$ cat config.mk
export PLATFORM = sky130hd
export DESIGN_NAME = vec_unit_top
export DESIGN_NICKNAME = d
export VERILOG_FILES = /design/src/hw/vec_pkg.sv /design/src/hw/vec_unit_top.sv /design/src/hw/vec_axil_regs.sv /design/src/hw/vec_regfile.sv /design/src/hw/vec_regfile_arbiter.sv /design/src/hw/vec_exec_seq.sv /design/src/hw/vec_alu.sv /design/src/hw/vec_decode_element.sv
export SDC_FILE = /design/constraint.sdc
export NUM_CORES = 2
export LEC_CHECK = 0
export ABC_AREA = 1
export BUFFER_PORTS_ARGS = -buffer_cell sky130_fd_sc_hd__buf_2
export CORE_MARGIN = 2
export CORE_UTILIZATION = 50
export CTS_CLUSTER_DIAMETER = 40
export DETAILED_ROUTE_END_ITERATION = 10
export GPL_ROUTABILITY_DRIVEN = 0
export PLACE_DENSITY = 0.66
export SYNTH_ARGS = -nofsm -noshare
export SYNTH_HDL_FRONTEND = slang
export SYNTH_SLANG_ARGS = --single-unit
$ cat constraint.sdc
create_clock -name clk -period 29.1 [get_ports clk]
set_clock_uncertainty 0.05 [all_clocks]
set_input_delay 2.91 -clock clk [delete_from_list [all_inputs] [get_ports clk]]
set_output_delay 2.91 -clock clk [all_outputs]
set_load 0.02 [all_outputs]
$ cat src/hw/vec_pkg.sv
/* Shared constants and types of the vector unit.
   Register geometry is fixed at eight registers of 16 bytes, elements of 8 to 128 bits. */
package vec_pkg;

    localparam int vec_num_bytes    = 16;
    localparam int vec_num_regs     = 8;
    localparam int vec_num_osizes   = 5;
    localparam int vec_num_elements = vec_num_bytes;
    localparam int vec_reg_addr_w   = 3;

    // AXI4-Lite response codes
    localparam logic [1:0] axi_resp_okay   = 2'b00;
    localparam logic [1:0] axi_resp_slverr = 2'b10;

    // Register map
    localparam logic [11:0] addr_cmd    = 12'h000;
    localparam logic [11:0] addr_vsew   = 12'h004;
    localparam logic [11:0] addr_vl     = 12'h008;
    localparam logic [11:0] addr_vstart = 12'h00C;
    localparam logic [11:0] addr_mask   = 12'h010;
    localparam logic [11:0] addr_status = 12'h014;
    // Data window 0x100-0x17F, compared on addr[11:7]
    localparam logic [4:0]  addr_win_page = 5'h02;

    typedef enum logic [2:0] {
        OSIZE_8,
        OSIZE_16,
        OSIZE_32,
        OSIZE_64,
        OSIZE_128
    } vec_osize_e;

    typedef enum logic [2:0] {
        OP_ADD,
        OP_SUB,
        OP_AND,
        OP_OR,
        OP_XOR
    } vec_opcode_e;

    typedef logic [8*vec_num_bytes-1:0]  vec_data_t;
    typedef logic [vec_num_elements-1:0] vec_mask_t;
    typedef logic [vec_num_osizes-1:0]   vec_osize_vec_t;

    typedef struct packed {
        vec_osize_e vsew;
        logic [4:0] vl;
        logic [4:0] vstart;
        vec_mask_t  mask;
    } vec_cfg_t;

    typedef struct packed {
        vec_opcode_e               opcode;
        logic [vec_reg_addr_w-1:0] vd;
        logic [vec_reg_addr_w-1:0] vs1;
        logic [vec_reg_addr_w-1:0] vs2;
        logic                      use_mask;
    } vec_cmd_t;

    typedef struct packed {
        vec_data_t                data;
        logic [vec_num_bytes-1:0] valid;
        logic [vec_num_bytes-1:0] merge;
    } vec_alu_opnd_t;

    typedef struct packed {
        logic                      req;
        logic                      we;
        logic [vec_reg_addr_w-1:0] addr;
        vec_data_t                 wdata;
        logic [vec_num_bytes-1:0]  be;
    } vec_rf_req_t;

    typedef struct packed {
        logic      gnt;
        vec_data_t rdata;
    } vec_rf_rsp_t;

endpackage
$ cat src/hw/vec_unit_top.sv
/* Vector execution unit, configured and fed over AXI4-Lite.
   Busy low in STATUS marks the end of a command. */
module vec_unit_top (
    input  logic        clk,
    input  logic        rst_n,
    input  logic [11:0] awaddr,
    input  logic        awvalid,
    output logic        awready,
    input  logic [31:0] wdata,
    input  logic [3:0]  wstrb,
    input  logic        wvalid,
    output logic        wready,
    output logic [1:0]  bresp,
    output logic        bvalid,
    input  logic        bready,
    input  logic [11:0] araddr,
    input  logic        arvalid,
    output logic        arready,
    output logic [31:0] rdata,
    output logic [1:0]  rresp,
    output logic        rvalid,
    input  logic        rready
);
    import vec_pkg::*;

    vec_cfg_t      cfg;
    vec_cmd_t      cmd;
    logic          start;
    logic          busy;
    vec_rf_req_t   host_req, seq_req, rf_req;
    vec_rf_rsp_t   host_rsp, seq_rsp;
    vec_data_t     rf_rdata, srca, srcb, old_dst, result;
    vec_alu_opnd_t srca_alu, srcb_alu;

    vec_axil_regs u_axil (
        .clk, .rst_n,
        .awaddr, .awvalid, .awready, .wdata, .wstrb, .wvalid, .wready,
        .bresp, .bvalid, .bready, .araddr, .arvalid, .arready,
        .rdata, .rresp, .rvalid, .rready,
        .cfg, .cmd, .start, .busy, .host_req, .host_rsp
    );

    vec_exec_seq u_seq (
        .clk, .rst_n, .start, .cmd, .busy,
        .rf_req (seq_req),
        .rf_rsp (seq_rsp),
        .srca, .srcb, .old_dst, .result
    );

    // Command register stays put while busy, so its fields feed the datapath
    vec_decode_element u_decode (
        .cfg,
        .use_mask          (cmd.use_mask),
        .srca, .srcb, .srca_alu, .srcb_alu,
        .mask_result_valid ()
    );

    vec_alu u_alu (
        .opcode (cmd.opcode),
        .srca_alu, .srcb_alu, .old_dst, .result
    );

    vec_regfile_arbiter u_arb (
        .seq_req, .host_req, .seq_rsp, .host_rsp,
        .clk, .rst_n, .rf_req, .rf_rdata
    );

    vec_regfile u_rf (
        .clk, .rf_req,
        .rdata (rf_rdata)
    );

endmodule

$ cat src/hw/vec_axil_regs.sv
/* AXI4-Lite slave with configuration, command, status and a data window.
   CMD word is opcode [2:0], vd [6:4], vs1 [10:8], vs2 [14:12], use_mask [16].
   Config writes act at once and ignore wstrb; do not change them while busy. */
module vec_axil_regs (
    input  logic                 clk,
    input  logic                 rst_n,
    input  logic [11:0]          awaddr,
    input  logic                 awvalid,
    output logic                 awready,
    input  logic [31:0]          wdata,
    input  logic [3:0]           wstrb,
    input  logic                 wvalid,
    output logic                 wready,
    output logic [1:0]           bresp,
    output logic                 bvalid,
    input  logic                 bready,
    input  logic [11:0]          araddr,
    input  logic                 arvalid,
    output logic                 arready,
    output logic [31:0]          rdata,
    output logic [1:0]           rresp,
    output logic                 rvalid,
    input  logic                 rready,
    output vec_pkg::vec_cfg_t    cfg,
    output vec_pkg::vec_cmd_t    cmd,
    output logic                 start,
    input  logic                 busy,
    output vec_pkg::vec_rf_req_t host_req,
    input  vec_pkg::vec_rf_rsp_t host_rsp
);
    import vec_pkg::*;

    typedef enum logic [1:0] {W_IDLE, W_DEC, W_EXEC, W_RESP} wr_state_e;
    typedef enum logic [1:0] {R_IDLE, R_EXEC, R_DATA, R_RESP} rd_state_e;

    wr_state_e   wstate;
    rd_state_e   rstate;
    logic [11:0] wr_addr;
    logic [11:0] rd_addr;
    logic [31:0] wr_data;
    logic [3:0]  wr_strb;
    logic        aw_done, w_done, aw_have, w_have;
    logic        wr_err, wr_bad, wr_win, rd_win;
    logic        wr_rf, rd_rf, rd_gnt, rd_hold;
    logic [31:0] reg_rdata;
    logic        reg_rd_ok;

    assign aw_have = aw_done || (awvalid && awready);
    assign w_have  = w_done || (wvalid && wready);
    assign wr_win  = (wr_addr[11:7] == addr_win_page);
    assign rd_win  = (rd_addr[11:7] == addr_win_page);
    assign wr_bad  = wr_err || (wr_addr == addr_cmd && busy);

    // Window port, a read already waiting keeps it until granted
    assign wr_rf  = (wstate == W_EXEC) && wr_win && !rd_hold;
    assign rd_rf  = (rstate == R_EXEC) && rd_win && !wr_rf;
    assign rd_gnt = rd_rf && host_rsp.gnt;

    always_comb begin
        host_req.req   = wr_rf || rd_rf;
        host_req.we    = wr_rf;
        host_req.addr  = wr_rf ? wr_addr[6:4] : rd_addr[6:4];
        host_req.wdata = {4{wr_data}};
        host_req.be    = 16'(wr_strb) << {wr_addr[3:2], 2'b00};
    end

    always_comb begin
        reg_rdata = '0;
        reg_rd_ok = 1'b1;
        case (rd_addr)
            addr_cmd:    reg_rdata = {15'b0, cmd.use_mask, 1'b0, cmd.vs2, 1'b0, cmd.vs1,
                                      1'b0, cmd.vd, 1'b0, cmd.opcode};
            addr_vsew:   reg_rdata = 32'(cfg.vsew);
            addr_vl:     reg_rdata = 32'(cfg.vl);
            addr_vstart: reg_rdata = 32'(cfg.vstart);
            addr_mask:   reg_rdata = 32'(cfg.mask);
            addr_status: reg_rdata = 32'(busy);
            default:     reg_rd_ok = 1'b0;
        endcase
    end

    // Write path
    always_ff @(posedge clk) begin
        if (!rst_n) begin
            wstate  <= W_IDLE;
            awready <= 1'b0;
            wready  <= 1'b0;
            bvalid  <= 1'b0;
            aw_done <= 1'b0;
            w_done  <= 1'b0;
            start   <= 1'b0;
            cfg     <= '{vsew: OSIZE_8, default: '0};
            cmd     <= '0;
        end else begin
            start <= 1'b0;
            case (wstate)
                W_IDLE: begin
                    // AW and W in either order
                    awready <= !aw_have;
                    wready  <= !w_have;
                    aw_done <= aw_have && !w_have;
                    w_done  <= w_have && !aw_have;
                    if (aw_have && w_have) wstate <= W_DEC;
                end
                W_DEC: wstate <= W_EXEC;
                W_EXEC: begin
                    if (!wr_win || (wr_rf && host_rsp.gnt)) begin
                        bvalid <= 1'b1;
                        wstate <= W_RESP;
                    end
                    if (!wr_bad && !wr_win) begin
                        case (wr_addr)
                            addr_cmd: begin
                                cmd   <= '{opcode: vec_opcode_e'(wr_data[2:0]),
                                           vd: wr_data[6:4], vs1: wr_data[10:8],
                                           vs2: wr_data[14:12], use_mask: wr_data[16]};
                                start <= 1'b1;
                            end
                            addr_vsew:   cfg.vsew   <= vec_osize_e'(wr_data[2:0]);
                            addr_vl:     cfg.vl     <= wr_data[4:0];
                            addr_vstart: cfg.vstart <= wr_data[4:0];
                            addr_mask:   cfg.mask   <= wr_data[15:0];
                            default: ;
                        endcase
                    end
                end
                default: if (bready) begin
                    bvalid <= 1'b0;
                    wstate <= W_IDLE;
                end
            endcase
        end
    end

    // Read path
    always_ff @(posedge clk) begin
        if (!rst_n) begin
            rstate  <= R_IDLE;
            arready <= 1'b0;
            rvalid  <= 1'b0;
            rd_hold <= 1'b0;
        end else begin
            rd_hold <= rd_rf && !rd_gnt;
            case (rstate)
                R_IDLE: begin
                    arready <= !(arvalid && arready);
                    if (arvalid && arready) rstate <= R_EXEC;
                end
                R_EXEC: begin
                    if (!rd_win) begin
                        rvalid <= 1'b1;
                        rstate <= R_RESP;
                    end else if (rd_gnt) begin
                        rstate <= R_DATA;
                    end
                end
                R_DATA: begin
                    rvalid <= 1'b1;
                    rstate <= R_RESP;
                end
                default: if (rready) begin
                    rvalid <= 1'b0;
                    rstate <= R_IDLE;
                end
            endcase
        end
    end

    always_ff @(posedge clk) begin
        if (awvalid && awready) wr_addr <= awaddr;
        if (wvalid && wready) begin
            wr_data <= wdata;
            wr_strb <= wstrb;
        end
        if (wstate == W_DEC) begin
            wr_err <= !wr_win && !(wr_addr inside {addr_cmd, addr_vsew, addr_vl,
                                                  addr_vstart, addr_mask});
        end
        if (wstate == W_EXEC) bresp <= wr_bad ? axi_resp_slverr : axi_resp_okay;
        if (arvalid && arready) rd_addr <= araddr;
        if (rstate == R_EXEC && !rd_win) begin
            rdata <= reg_rdata;
            rresp <= reg_rd_ok ? axi_resp_okay : axi_resp_slverr;
        end
        if (rstate == R_DATA) begin
            rdata <= host_rsp.rdata[{rd_addr[3:2], 5'b0} +: 32];
            rresp <= axi_resp_okay;
        end
    end

endmodule

$ cat src/hw/vec_regfile.sv
/* Eight 128-bit vector registers with byte enables.
   Read data is registered and holds until the next read. */
module vec_regfile (
    input  logic                 clk,
    input  vec_pkg::vec_rf_req_t rf_req,
    output vec_pkg::vec_data_t   rdata
);
    import vec_pkg::*;

    vec_data_t mem [vec_num_regs];

    always_ff @(posedge clk) begin
        if (rf_req.req) begin
            if (rf_req.we) begin
                for (int b = 0; b < vec_num_bytes; b++) begin
                    if (rf_req.be[b]) mem[rf_req.addr][8*b +: 8] <= rf_req.wdata[8*b +: 8];
                end
            end else begin
                rdata <= mem[rf_req.addr];
            end
        end
    end

endmodule

$ cat src/hw/vec_regfile_arbiter.sv
/* Fixed-priority arbiter for the single register-file port, sequencer first.
   Grant is combinational; read data is routed to the reader one cycle later. */
module vec_regfile_arbiter (
    input  vec_pkg::vec_rf_req_t seq_req,
    input  vec_pkg::vec_rf_req_t host_req,
    output vec_pkg::vec_rf_rsp_t seq_rsp,
    output vec_pkg::vec_rf_rsp_t host_rsp,
    input  logic                 clk,
    input  logic                 rst_n,
    output vec_pkg::vec_rf_req_t rf_req,
    input  vec_pkg::vec_data_t   rf_rdata
);
    logic seq_gnt;
    logic host_gnt;
    logic seq_rd_q;
    logic host_rd_q;

    assign seq_gnt  = seq_req.req;
    assign host_gnt = host_req.req && !seq_req.req;

    assign rf_req = seq_req.req ? seq_req : host_req;

    // Owner of last cycle's read
    always_ff @(posedge clk) begin
        if (!rst_n) begin
            seq_rd_q  <= 1'b0;
            host_rd_q <= 1'b0;
        end else begin
            seq_rd_q  <= seq_gnt && !seq_req.we;
            host_rd_q <= host_gnt && !host_req.we;
        end
    end

    assign seq_rsp.gnt    = seq_gnt;
    assign seq_rsp.rdata  = seq_rd_q ? rf_rdata : '0;
    assign host_rsp.gnt   = host_gnt;
    assign host_rsp.rdata = host_rd_q ? rf_rdata : '0;

endmodule

$ cat src/hw/vec_exec_seq.sv
/* Command sequencer. Reads vs1, vs2 and vd, then writes vd with all byte enables.
   Operand order follows RVV, so srca is vs2 and srcb is vs1 (vd = vs2 op vs1).
   One command at a time; start is ignored while busy. */
module vec_exec_seq (
    input  logic                 clk,
    input  logic                 rst_n,
    input  logic                 start,
    input  vec_pkg::vec_cmd_t    cmd,
    output logic                 busy,
    output vec_pkg::vec_rf_req_t rf_req,
    input  vec_pkg::vec_rf_rsp_t rf_rsp,
    output vec_pkg::vec_data_t   srca,
    output vec_pkg::vec_data_t   srcb,
    output vec_pkg::vec_data_t   old_dst,
    input  vec_pkg::vec_data_t   result
);
    import vec_pkg::*;

    typedef enum logic [2:0] {IDLE, RD_VS1, RD_VS2, RD_VD, WR_VD} seq_state_e;

    seq_state_e state;
    vec_cmd_t   cmd_q;
    logic       rd_pend;
    vec_data_t  vs1_q;
    vec_data_t  vs2_q;
    vec_data_t  vd_q;

    assign busy = (state != IDLE);

    always_comb begin
        case (state)
            RD_VS1:  rf_req.addr = cmd_q.vs1;
            RD_VS2:  rf_req.addr = cmd_q.vs2;
            default: rf_req.addr = cmd_q.vd;
        endcase
        // No request while waiting for read data
        rf_req.req   = busy && !rd_pend;
        rf_req.we    = (state == WR_VD);
        rf_req.wdata = result;
        rf_req.be    = '1;
    end

    always_ff @(posedge clk) begin
        if (!rst_n) begin
            state   <= IDLE;
            rd_pend <= 1'b0;
        end else begin
            case (state)
                IDLE: if (start) state <= RD_VS1;
                RD_VS1, RD_VS2, RD_VD: begin
                    if (rd_pend) begin
                        rd_pend <= 1'b0;
                        state   <= (state == RD_VS1) ? RD_VS2 :
                                   (state == RD_VS2) ? RD_VD : WR_VD;
                    end else if (rf_rsp.gnt) begin
                        rd_pend <= 1'b1;
                    end
                end
                WR_VD:   if (rf_rsp.gnt) state <= IDLE;
                default: state <= IDLE;
            endcase
        end
    end

    // Operands load in the cycle after their grant
    always_ff @(posedge clk) begin
        if (state == IDLE && start) cmd_q <= cmd;
        if (rd_pend && state == RD_VS1) vs1_q <= rf_rsp.rdata;
        if (rd_pend && state == RD_VS2) vs2_q <= rf_rsp.rdata;
        if (rd_pend && state == RD_VD)  vd_q  <= rf_rsp.rdata;
    end

    assign srca    = vs2_q;
    assign srcb    = vs1_q;
    assign old_dst = vd_q;

endmodule

$ cat src/hw/vec_alu.sv
/* Byte-lane vector ALU. Subtract gives srca - srcb per element.
   Inactive bytes and unknown opcodes return old_dst unchanged. */
module vec_alu (
    input  vec_pkg::vec_opcode_e   opcode,
    input  vec_pkg::vec_alu_opnd_t srca_alu,
    input  vec_pkg::vec_alu_opnd_t srcb_alu,
    input  vec_pkg::vec_data_t     old_dst,
    output vec_pkg::vec_data_t     result
);
    import vec_pkg::*;

    logic is_sub;

    assign is_sub = (opcode == OP_SUB);

    always_comb begin
        logic [7:0] a_byte;
        logic [7:0] b_byte;
        logic [7:0] r_byte;
        logic [8:0] sum;
        logic       carry;

        // Subtract is a + ~b + 1, the +1 entering at each element's low byte
        carry  = is_sub;
        result = old_dst;
        for (int i = 0; i < vec_num_bytes; i++) begin
            a_byte = srca_alu.data[8*i +: 8];
            b_byte = srcb_alu.data[8*i +: 8];
            sum    = {1'b0, a_byte} + {1'b0, is_sub ? ~b_byte : b_byte} + 9'(carry);
            // Carry passes on only inside an element
            carry  = srca_alu.merge[i] ? sum[8] : is_sub;

            case (opcode)
                OP_ADD,
                OP_SUB:  r_byte = sum[7:0];
                OP_AND:  r_byte = a_byte & b_byte;
                OP_OR:   r_byte = a_byte | b_byte;
                OP_XOR:  r_byte = a_byte ^ b_byte;
                default: r_byte = old_dst[8*i +: 8];
            endcase

            // Undisturbed policy for inactive bytes
            if (srca_alu.valid[i] && srcb_alu.valid[i]) begin
                result[8*i +: 8] = r_byte;
            end
        end
    end

endmodule

$ cat src/hw/vec_decode_element.sv
/* Combinational decode of vsew, vl, vstart and the element mask into per-byte
   valid and carry-merge bits. A vsew code above OSIZE_128 leaves every byte inactive. */
module vec_decode_element (
    input  vec_pkg::vec_cfg_t      cfg,
    input  logic                   use_mask,
    input  vec_pkg::vec_data_t     srca,
    input  vec_pkg::vec_data_t     srcb,
    output vec_pkg::vec_alu_opnd_t srca_alu,
    output vec_pkg::vec_alu_opnd_t srcb_alu,
    output vec_pkg::vec_mask_t     mask_result_valid
);
    import vec_pkg::*;

    vec_osize_vec_t osize_vec;
    vec_mask_t      valid_osize [vec_num_osizes];
    vec_mask_t      mask_osize  [vec_num_osizes];
    vec_mask_t      merge_osize [vec_num_osizes];
    vec_mask_t      valid_sel;
    vec_mask_t      mask_sel;
    vec_mask_t      merge_sel;
    vec_mask_t      mask_valid;

    // One-hot element size
    for (genvar o = 0; o < vec_num_osizes; o++) begin : gen_osize_vec
        assign osize_vec[o] = (cfg.vsew == vec_osize_e'(o));
    end

    // Element is live when vstart <= idx < vl
    for (genvar e = 0; e < vec_num_elements; e++) begin : gen_len_start
        assign mask_result_valid[e] = (5'(e) < cfg.vl) && (5'(e) >= cfg.vstart);
    end

    // Per-size byte maps, element e of size o covers bytes e*2^o upward
    for (genvar o = 0; o < vec_num_osizes; o++) begin : gen_osize
        for (genvar e = 0; e < (vec_num_bytes >> o); e++) begin : gen_elem
            assign valid_osize[o][e*(1<<o) +: (1<<o)] =
                {(1<<o){mask_result_valid[e] & osize_vec[o]}};
            assign mask_osize[o][e*(1<<o) +: (1<<o)] =
                {(1<<o){cfg.mask[e] & osize_vec[o]}};
        end
        // Top byte of each element stops the carry
        for (genvar b = 0; b < vec_num_bytes; b++) begin : gen_merge
            assign merge_osize[o][b] = osize_vec[o] && ((b % (1 << o)) != (1 << o) - 1);
        end
    end

    // Only one size is selected, so OR-ing the maps picks it
    always_comb begin
        valid_sel = '0;
        mask_sel  = '0;
        merge_sel = '0;
        for (int o = 0; o < vec_num_osizes; o++) begin
            valid_sel |= valid_osize[o];
            mask_sel  |= mask_osize[o];
            merge_sel |= merge_osize[o];
        end
    end

    // Mask only counts when the command asks for it
    assign mask_valid = {vec_num_bytes{~use_mask}} | mask_sel;

    assign srca_alu.data  = srca;
    assign srca_alu.valid = valid_sel & mask_valid;
    assign srca_alu.merge = merge_sel;

    assign srcb_alu.data  = srcb;
    assign srcb_alu.valid = valid_sel & mask_valid;
    assign srcb_alu.merge = merge_sel;

endmodule

Word-level counts from Yosys, hierarchy flattened
Memory sizes are Yosys's and may differ from the RTL's. A register that Yosys moved wholly into a read port is not among the register bits.
Index checks and enable logic that the tools add are counted.

storage, ports and cells
  register bits = 551
  memory bits (writable) = 1024
  output and inout bits = 41
  word-level logic and storage cells = 534
  memories = 1

cells by class
  add/sub/neg operators = 32
  $lt $le $gt $ge = 32
  equal/unequal tests = 35
  shifts and indexed selects = 2
  mux-type cells = 162
  bitwise logic cells = 143
  reductions and logical operators = 89

memory list
  memory    words  bits a word  read ports  clocked after memory_dff  write ports  RTL line           RTL
  u_rf.mem  8      128          1           1                         1            vec_regfile.sv:10  vec_data_t mem [vec_num_regs];

operator list
  kind                   count
  $pmux W8 S4            16
  $mux W128              2
  $mux W8                32
  $mux W149              1
  $or A16 B16 Y16        9
  $add A8 B8 Y9          15
  $add A9 B1 Y9          15
  $and A8 B8 Y8          16
  $not A8 Y8             16
  $or A8 B8 Y8           16
  $shiftx A128 B8 Y32    1
  $xor A8 B8 Y8          16
  $pmux W17 S6           1
  $mux W1                87
  $mux W32               2
  $and A1 B1 Y1          62
  $eq A12 B4 Y1 const B  4
  $or A15 B15 Y15        3
  $logic_and A1 B1 Y1    41
  $ge A4 B5 Y1 const A   8
  $lt A4 B5 Y1 const A   8
  $eq A12 B5 Y1 const B  3
  $reduce_and A3 Y1      11
  $eq A12 B3 Y1 const B  2
  other kinds (40)       108

Depth between registers and ports, before layout
  depth after elaboration = 41
  mapped depth = 137
  depth with buffers taken out = 136

By module
A second synthesis with hierarchy kept.

second synthesis, totals
  cells, all modules = 9681
  area total of the unflattened synthesis = 90057.6 sq um

by module, submodules not included
  module               instances  cells an instance  area an instance (sq um)  sequential area each (sq um)
  vec_regfile          1          4207               46512.1                   34593.2
  vec_alu              1          2393               15182.1                   0.0
  vec_exec_seq         1          592                13250.2                   11881.4
  vec_axil_regs        1          911                7726.2                    3943.8
  vec_regfile_arbiter  1          1033               4075.2                    40.0
  vec_decode_element   1          545                3311.9                    0.0

Worst setup path after synthesis
Ideal clock, no wire load.

  path kind = register -> register
  from = register u_axil.cmd[11] (netlist name)
  to = memory u_rf.mem[0][126] in the netlist's numbering, data pin
  setup time = 0.265 ns
  arrival = 24.313 ns
  data required time = 28.785 ns
  path slack = 4.472 ns
  stages on the path, launching flop included = 135
  period minus slack after synthesis = 24.628 ns
  path through = dfxtp_1 nor2_1 nand2_1 buf_1 xor2_1 fa_1 nand3_1 nand2_1 nand2_1 nand2_1 a21oi_1 nor2_1 o21ai_0 nand2_1 nand2_1 inv_1 fa_1 fa_1 [99 not listed] a21oi_1 o31ai_1 inv_1 fa_1 fa_1 nand4_1 nand3_1 nand2_1 a21oi_1 o31ai_1 inv_1 fa_1 fa_1 nand4_1 a31oi_1 o21ai_0 nor2_1 o21ai_0

RTL lines
  element        RTL line
  end, declared  vec_regfile.sv:10

==> flow_summary.yaml <==
run_status:
  run_status: "finished, violations left"
  violations: "max-capacitance violations, max-slew violations"
yosys:
  yosys-top-cells-area: "edfxtp_1 58%, nand2_1 14%, ha_1 5.5%, nand3_1 4.6%, inv_1 3.2%"
  yosysMostFrequentCell: "nand2_1"
  yosysWarningCount: 0
  ys_async_sr_fraction_pct: 0
  synth_edf_count: 1639
  syn-instance-count: 8728
  synth-seq-cells: 1701
  yosysSeqAreaShare_pct: 59.7
  synth_area_per_cell_um2: 9.68
  synth_top_area_cell: "edfxtp_1"
  yosysTopAreaCellShare_pct: 58.2
  synthTopCellsByCount: "3256 x nand2_1, 1639 x edfxtp_1, 784 x nand3_1"
  synth-main-ff-cell: "edfxtp_1"
  synth_cell_types: 52
  synth.cell_area_um2: 84500
place:
  hpwl_mm: 162
  dp_slack_ns: 0.0879
  port_buffers: 105
  placed_cell_area_um2: 86900
setup_path:
  critical_path.slowest_cell: "fa_1"
  cpLargestDelayFamily: "adder cells"
  required_ns: 29.66
  crit_fanout: 11
  cp_common_cell: "nand2_1"
  worst-path-buf-inv: 19
  cp-end-kind: "flop"
  slowest_delay_ns: 0.47
  start_kind: "flop"
  crit_arrival_ns: 28.13
  path_class: "flop to flop"
routing:
  drtIter0Drc: 7772
  wl_per_cell_um: 23.1
  wl_mm: 258
  drc_errors: 0
  vias: 63935
  postRouteAntennaNets: 0
  first_pass_iters: 7
  drt-vias-per-instance: 5.72
clock_network:
  cts.sinks: 1701
  cts_made_buffers: 234
  clock_latency_ns: 0.90
  cts_tree: "built"
  post-cts-setup-buffers: 0
  clockBufferDepth: 3
  htreeDepth: 4
  cts_root_buffer: "clkbuf_16"
  clkSlewWorstSetupHoldPaths_ns: 0.06
power:
  cellLeakagePower_nw: 40.4
  peakVddDrop_uv: 66.6
  powerDensity_nw_per_um2: 67.0
  fin_total_pwr_mw: 6.39
die:
  start_util_pct: 50.4
  dieWidth_um: 415
  dieHeight_um: 415
  rows: 150
  num_io_pins: 108
  core_um2: 168000
  die_area_um2: 172000
timing:
  finalCritPeriodShare_pct: 94.7
  maxSlewHeadroom_pct: -0.119
  layout_setup_ws_ns: 1.53
  tightest_slew_ns: 1.48
  timing_hold_violations_final: 0
  timing.fmax_mhz: 36.3
  slew_viol_final: 1
  fin_tns_setup_ns: 0
  fin_crit_ns: 27.57
  finalSetupViolations: 0
finish:
  fin_area_um2: 95400
  drive_above_1_share_pct: 7.91
  multi_input_area_um2: 29600
  fillCellCount: 14060
  syn_to_final_growth_pct: 12.9
  register_area_um2: 50500
  nets: 9230
grt:
  grt_first_pass_wirelength_mm: 380
  grt_usage_pct: 29.3
  grt_remaining_overflow: 0
  antenna_found_initial: 17
  grt_pass1_vias: 60659
  grt_max_degree: 186
job:
  drv_cap: 1
worst_hold_path:
  hold_path_class: "flop to flop"
## kinds of logic (layout without fill, tap and decap cells)
| family | Yosys count | count (layout) | share of synthesized area, % |
|---|---|---|---|
| adder cells (fa/ha/maj) | 405 | 405 | 6.27 |
| AO/OA/AOI/OAI | 652 | 652 | 4.61 |
| XOR/XNOR | 140 | 140 | 1.45 |
| buffers and inverters | 1150 | 1388 | 5.51 |
| AND/OR/NAND/NOR | 4679 | 4679 | 22.5 |
| flip-flops | 1701 | 1701 | 59.7 |
| other | 1 | 15 | 0.00444 |
## path summary, 6_finish.rpt
| check | startpoint | to | slack, ns | depth (start not counted) |
|---|---|---|---|---|
| worst max register to register | u_axil.cmd[11] | u_rf.mem[6][122] | 1.53 | 138 |
| worst max-delay path | u_axil.cmd[11] | u_rf.mem[6][122] | 1.53 | 138 |
| worst min-delay path | u_axil.cmd[2] | u_seq.cmd_q[2] | 0.39 | 0 |
| worst min register to register | u_axil.cmd[2] | u_seq.cmd_q[2] | 0.39 | 0 |
## metal layers
metal / vias up / share of wire [%] / GRT usage (%) / routed length, um
met5: - / 0.035 / 0 / 90
met4: 12 / 5.9 / 16.3 / 15100
met3: 681 / 11 / 6.15 / 27700
met2: 3451 / 45 / 44.9 / 115000
met1: 30449 / 39 / 39.1 / 100000
li1: 29342 / - / - / -
## cell type report
type                            instances  share of cell area [%]
Antenna cell                           13                  0.0341
Timing Repair Buffer                  213                    1.47
Multi-Input combinational cell       5878                    31.1
Sequential cell                      1701                    52.9
Tap cell                             2204                    2.89
Inverter                              730                    2.89
Clock inverter                        186                    2.47
Clock buffer                          259                    6.28
## registers in the layout, indices dropped and copies added, names as in the netlist, 9 cells and up
name	cells
u_axil.cfg	29
u_axil.cmd	13
u_axil.rd_addr	12
u_axil.rdata	32
u_axil.wr_addr	12
u_axil.wr_data	32
u_rf.mem	1024
u_rf.rdata	128
u_seq.cmd_q	9
u_seq.old_dst	128
u_seq.srca	128
u_seq.srcb	128
## placed cells by master, fill, tap and decap left out, drive strengths merged, types with 32 or more instances in the layout
master	n
nand2	3258
edfxtp	1639
nand3	786
inv	778
nor2	465
ha	374
clkbuf	259
o21ai	235
buf	213
a21oi	211
xor2	127
nand4	100
clkinv	77
dfxtp	62
a221oi	59
clkinvlp	32
## through the flow
step                      cells  hold slack (ns)  utilization [%]
after CTS                 11171            0.388             56.9
final                     11184            0.389             56.9
after global placement    10726            0.368             51.9
after global routing      11181            0.400             56.9
after detailed placement  10726            0.372             51.9
after floorplan            8729            0.358                -
## report_power, final
group	internal (mW)	leakage (nW)	switching, mW
Sequential	2.76	15.5	0.0349
Combinational	0.133	20.9	0.482
Clock	1.79	3.95	1.19
## what timing repair did
action,in CTS,in global routing
endpoints found under the setup margin,0,64
resized for setup,0,28
hold buffers,0,0
(Power assumes the default switching activity.)
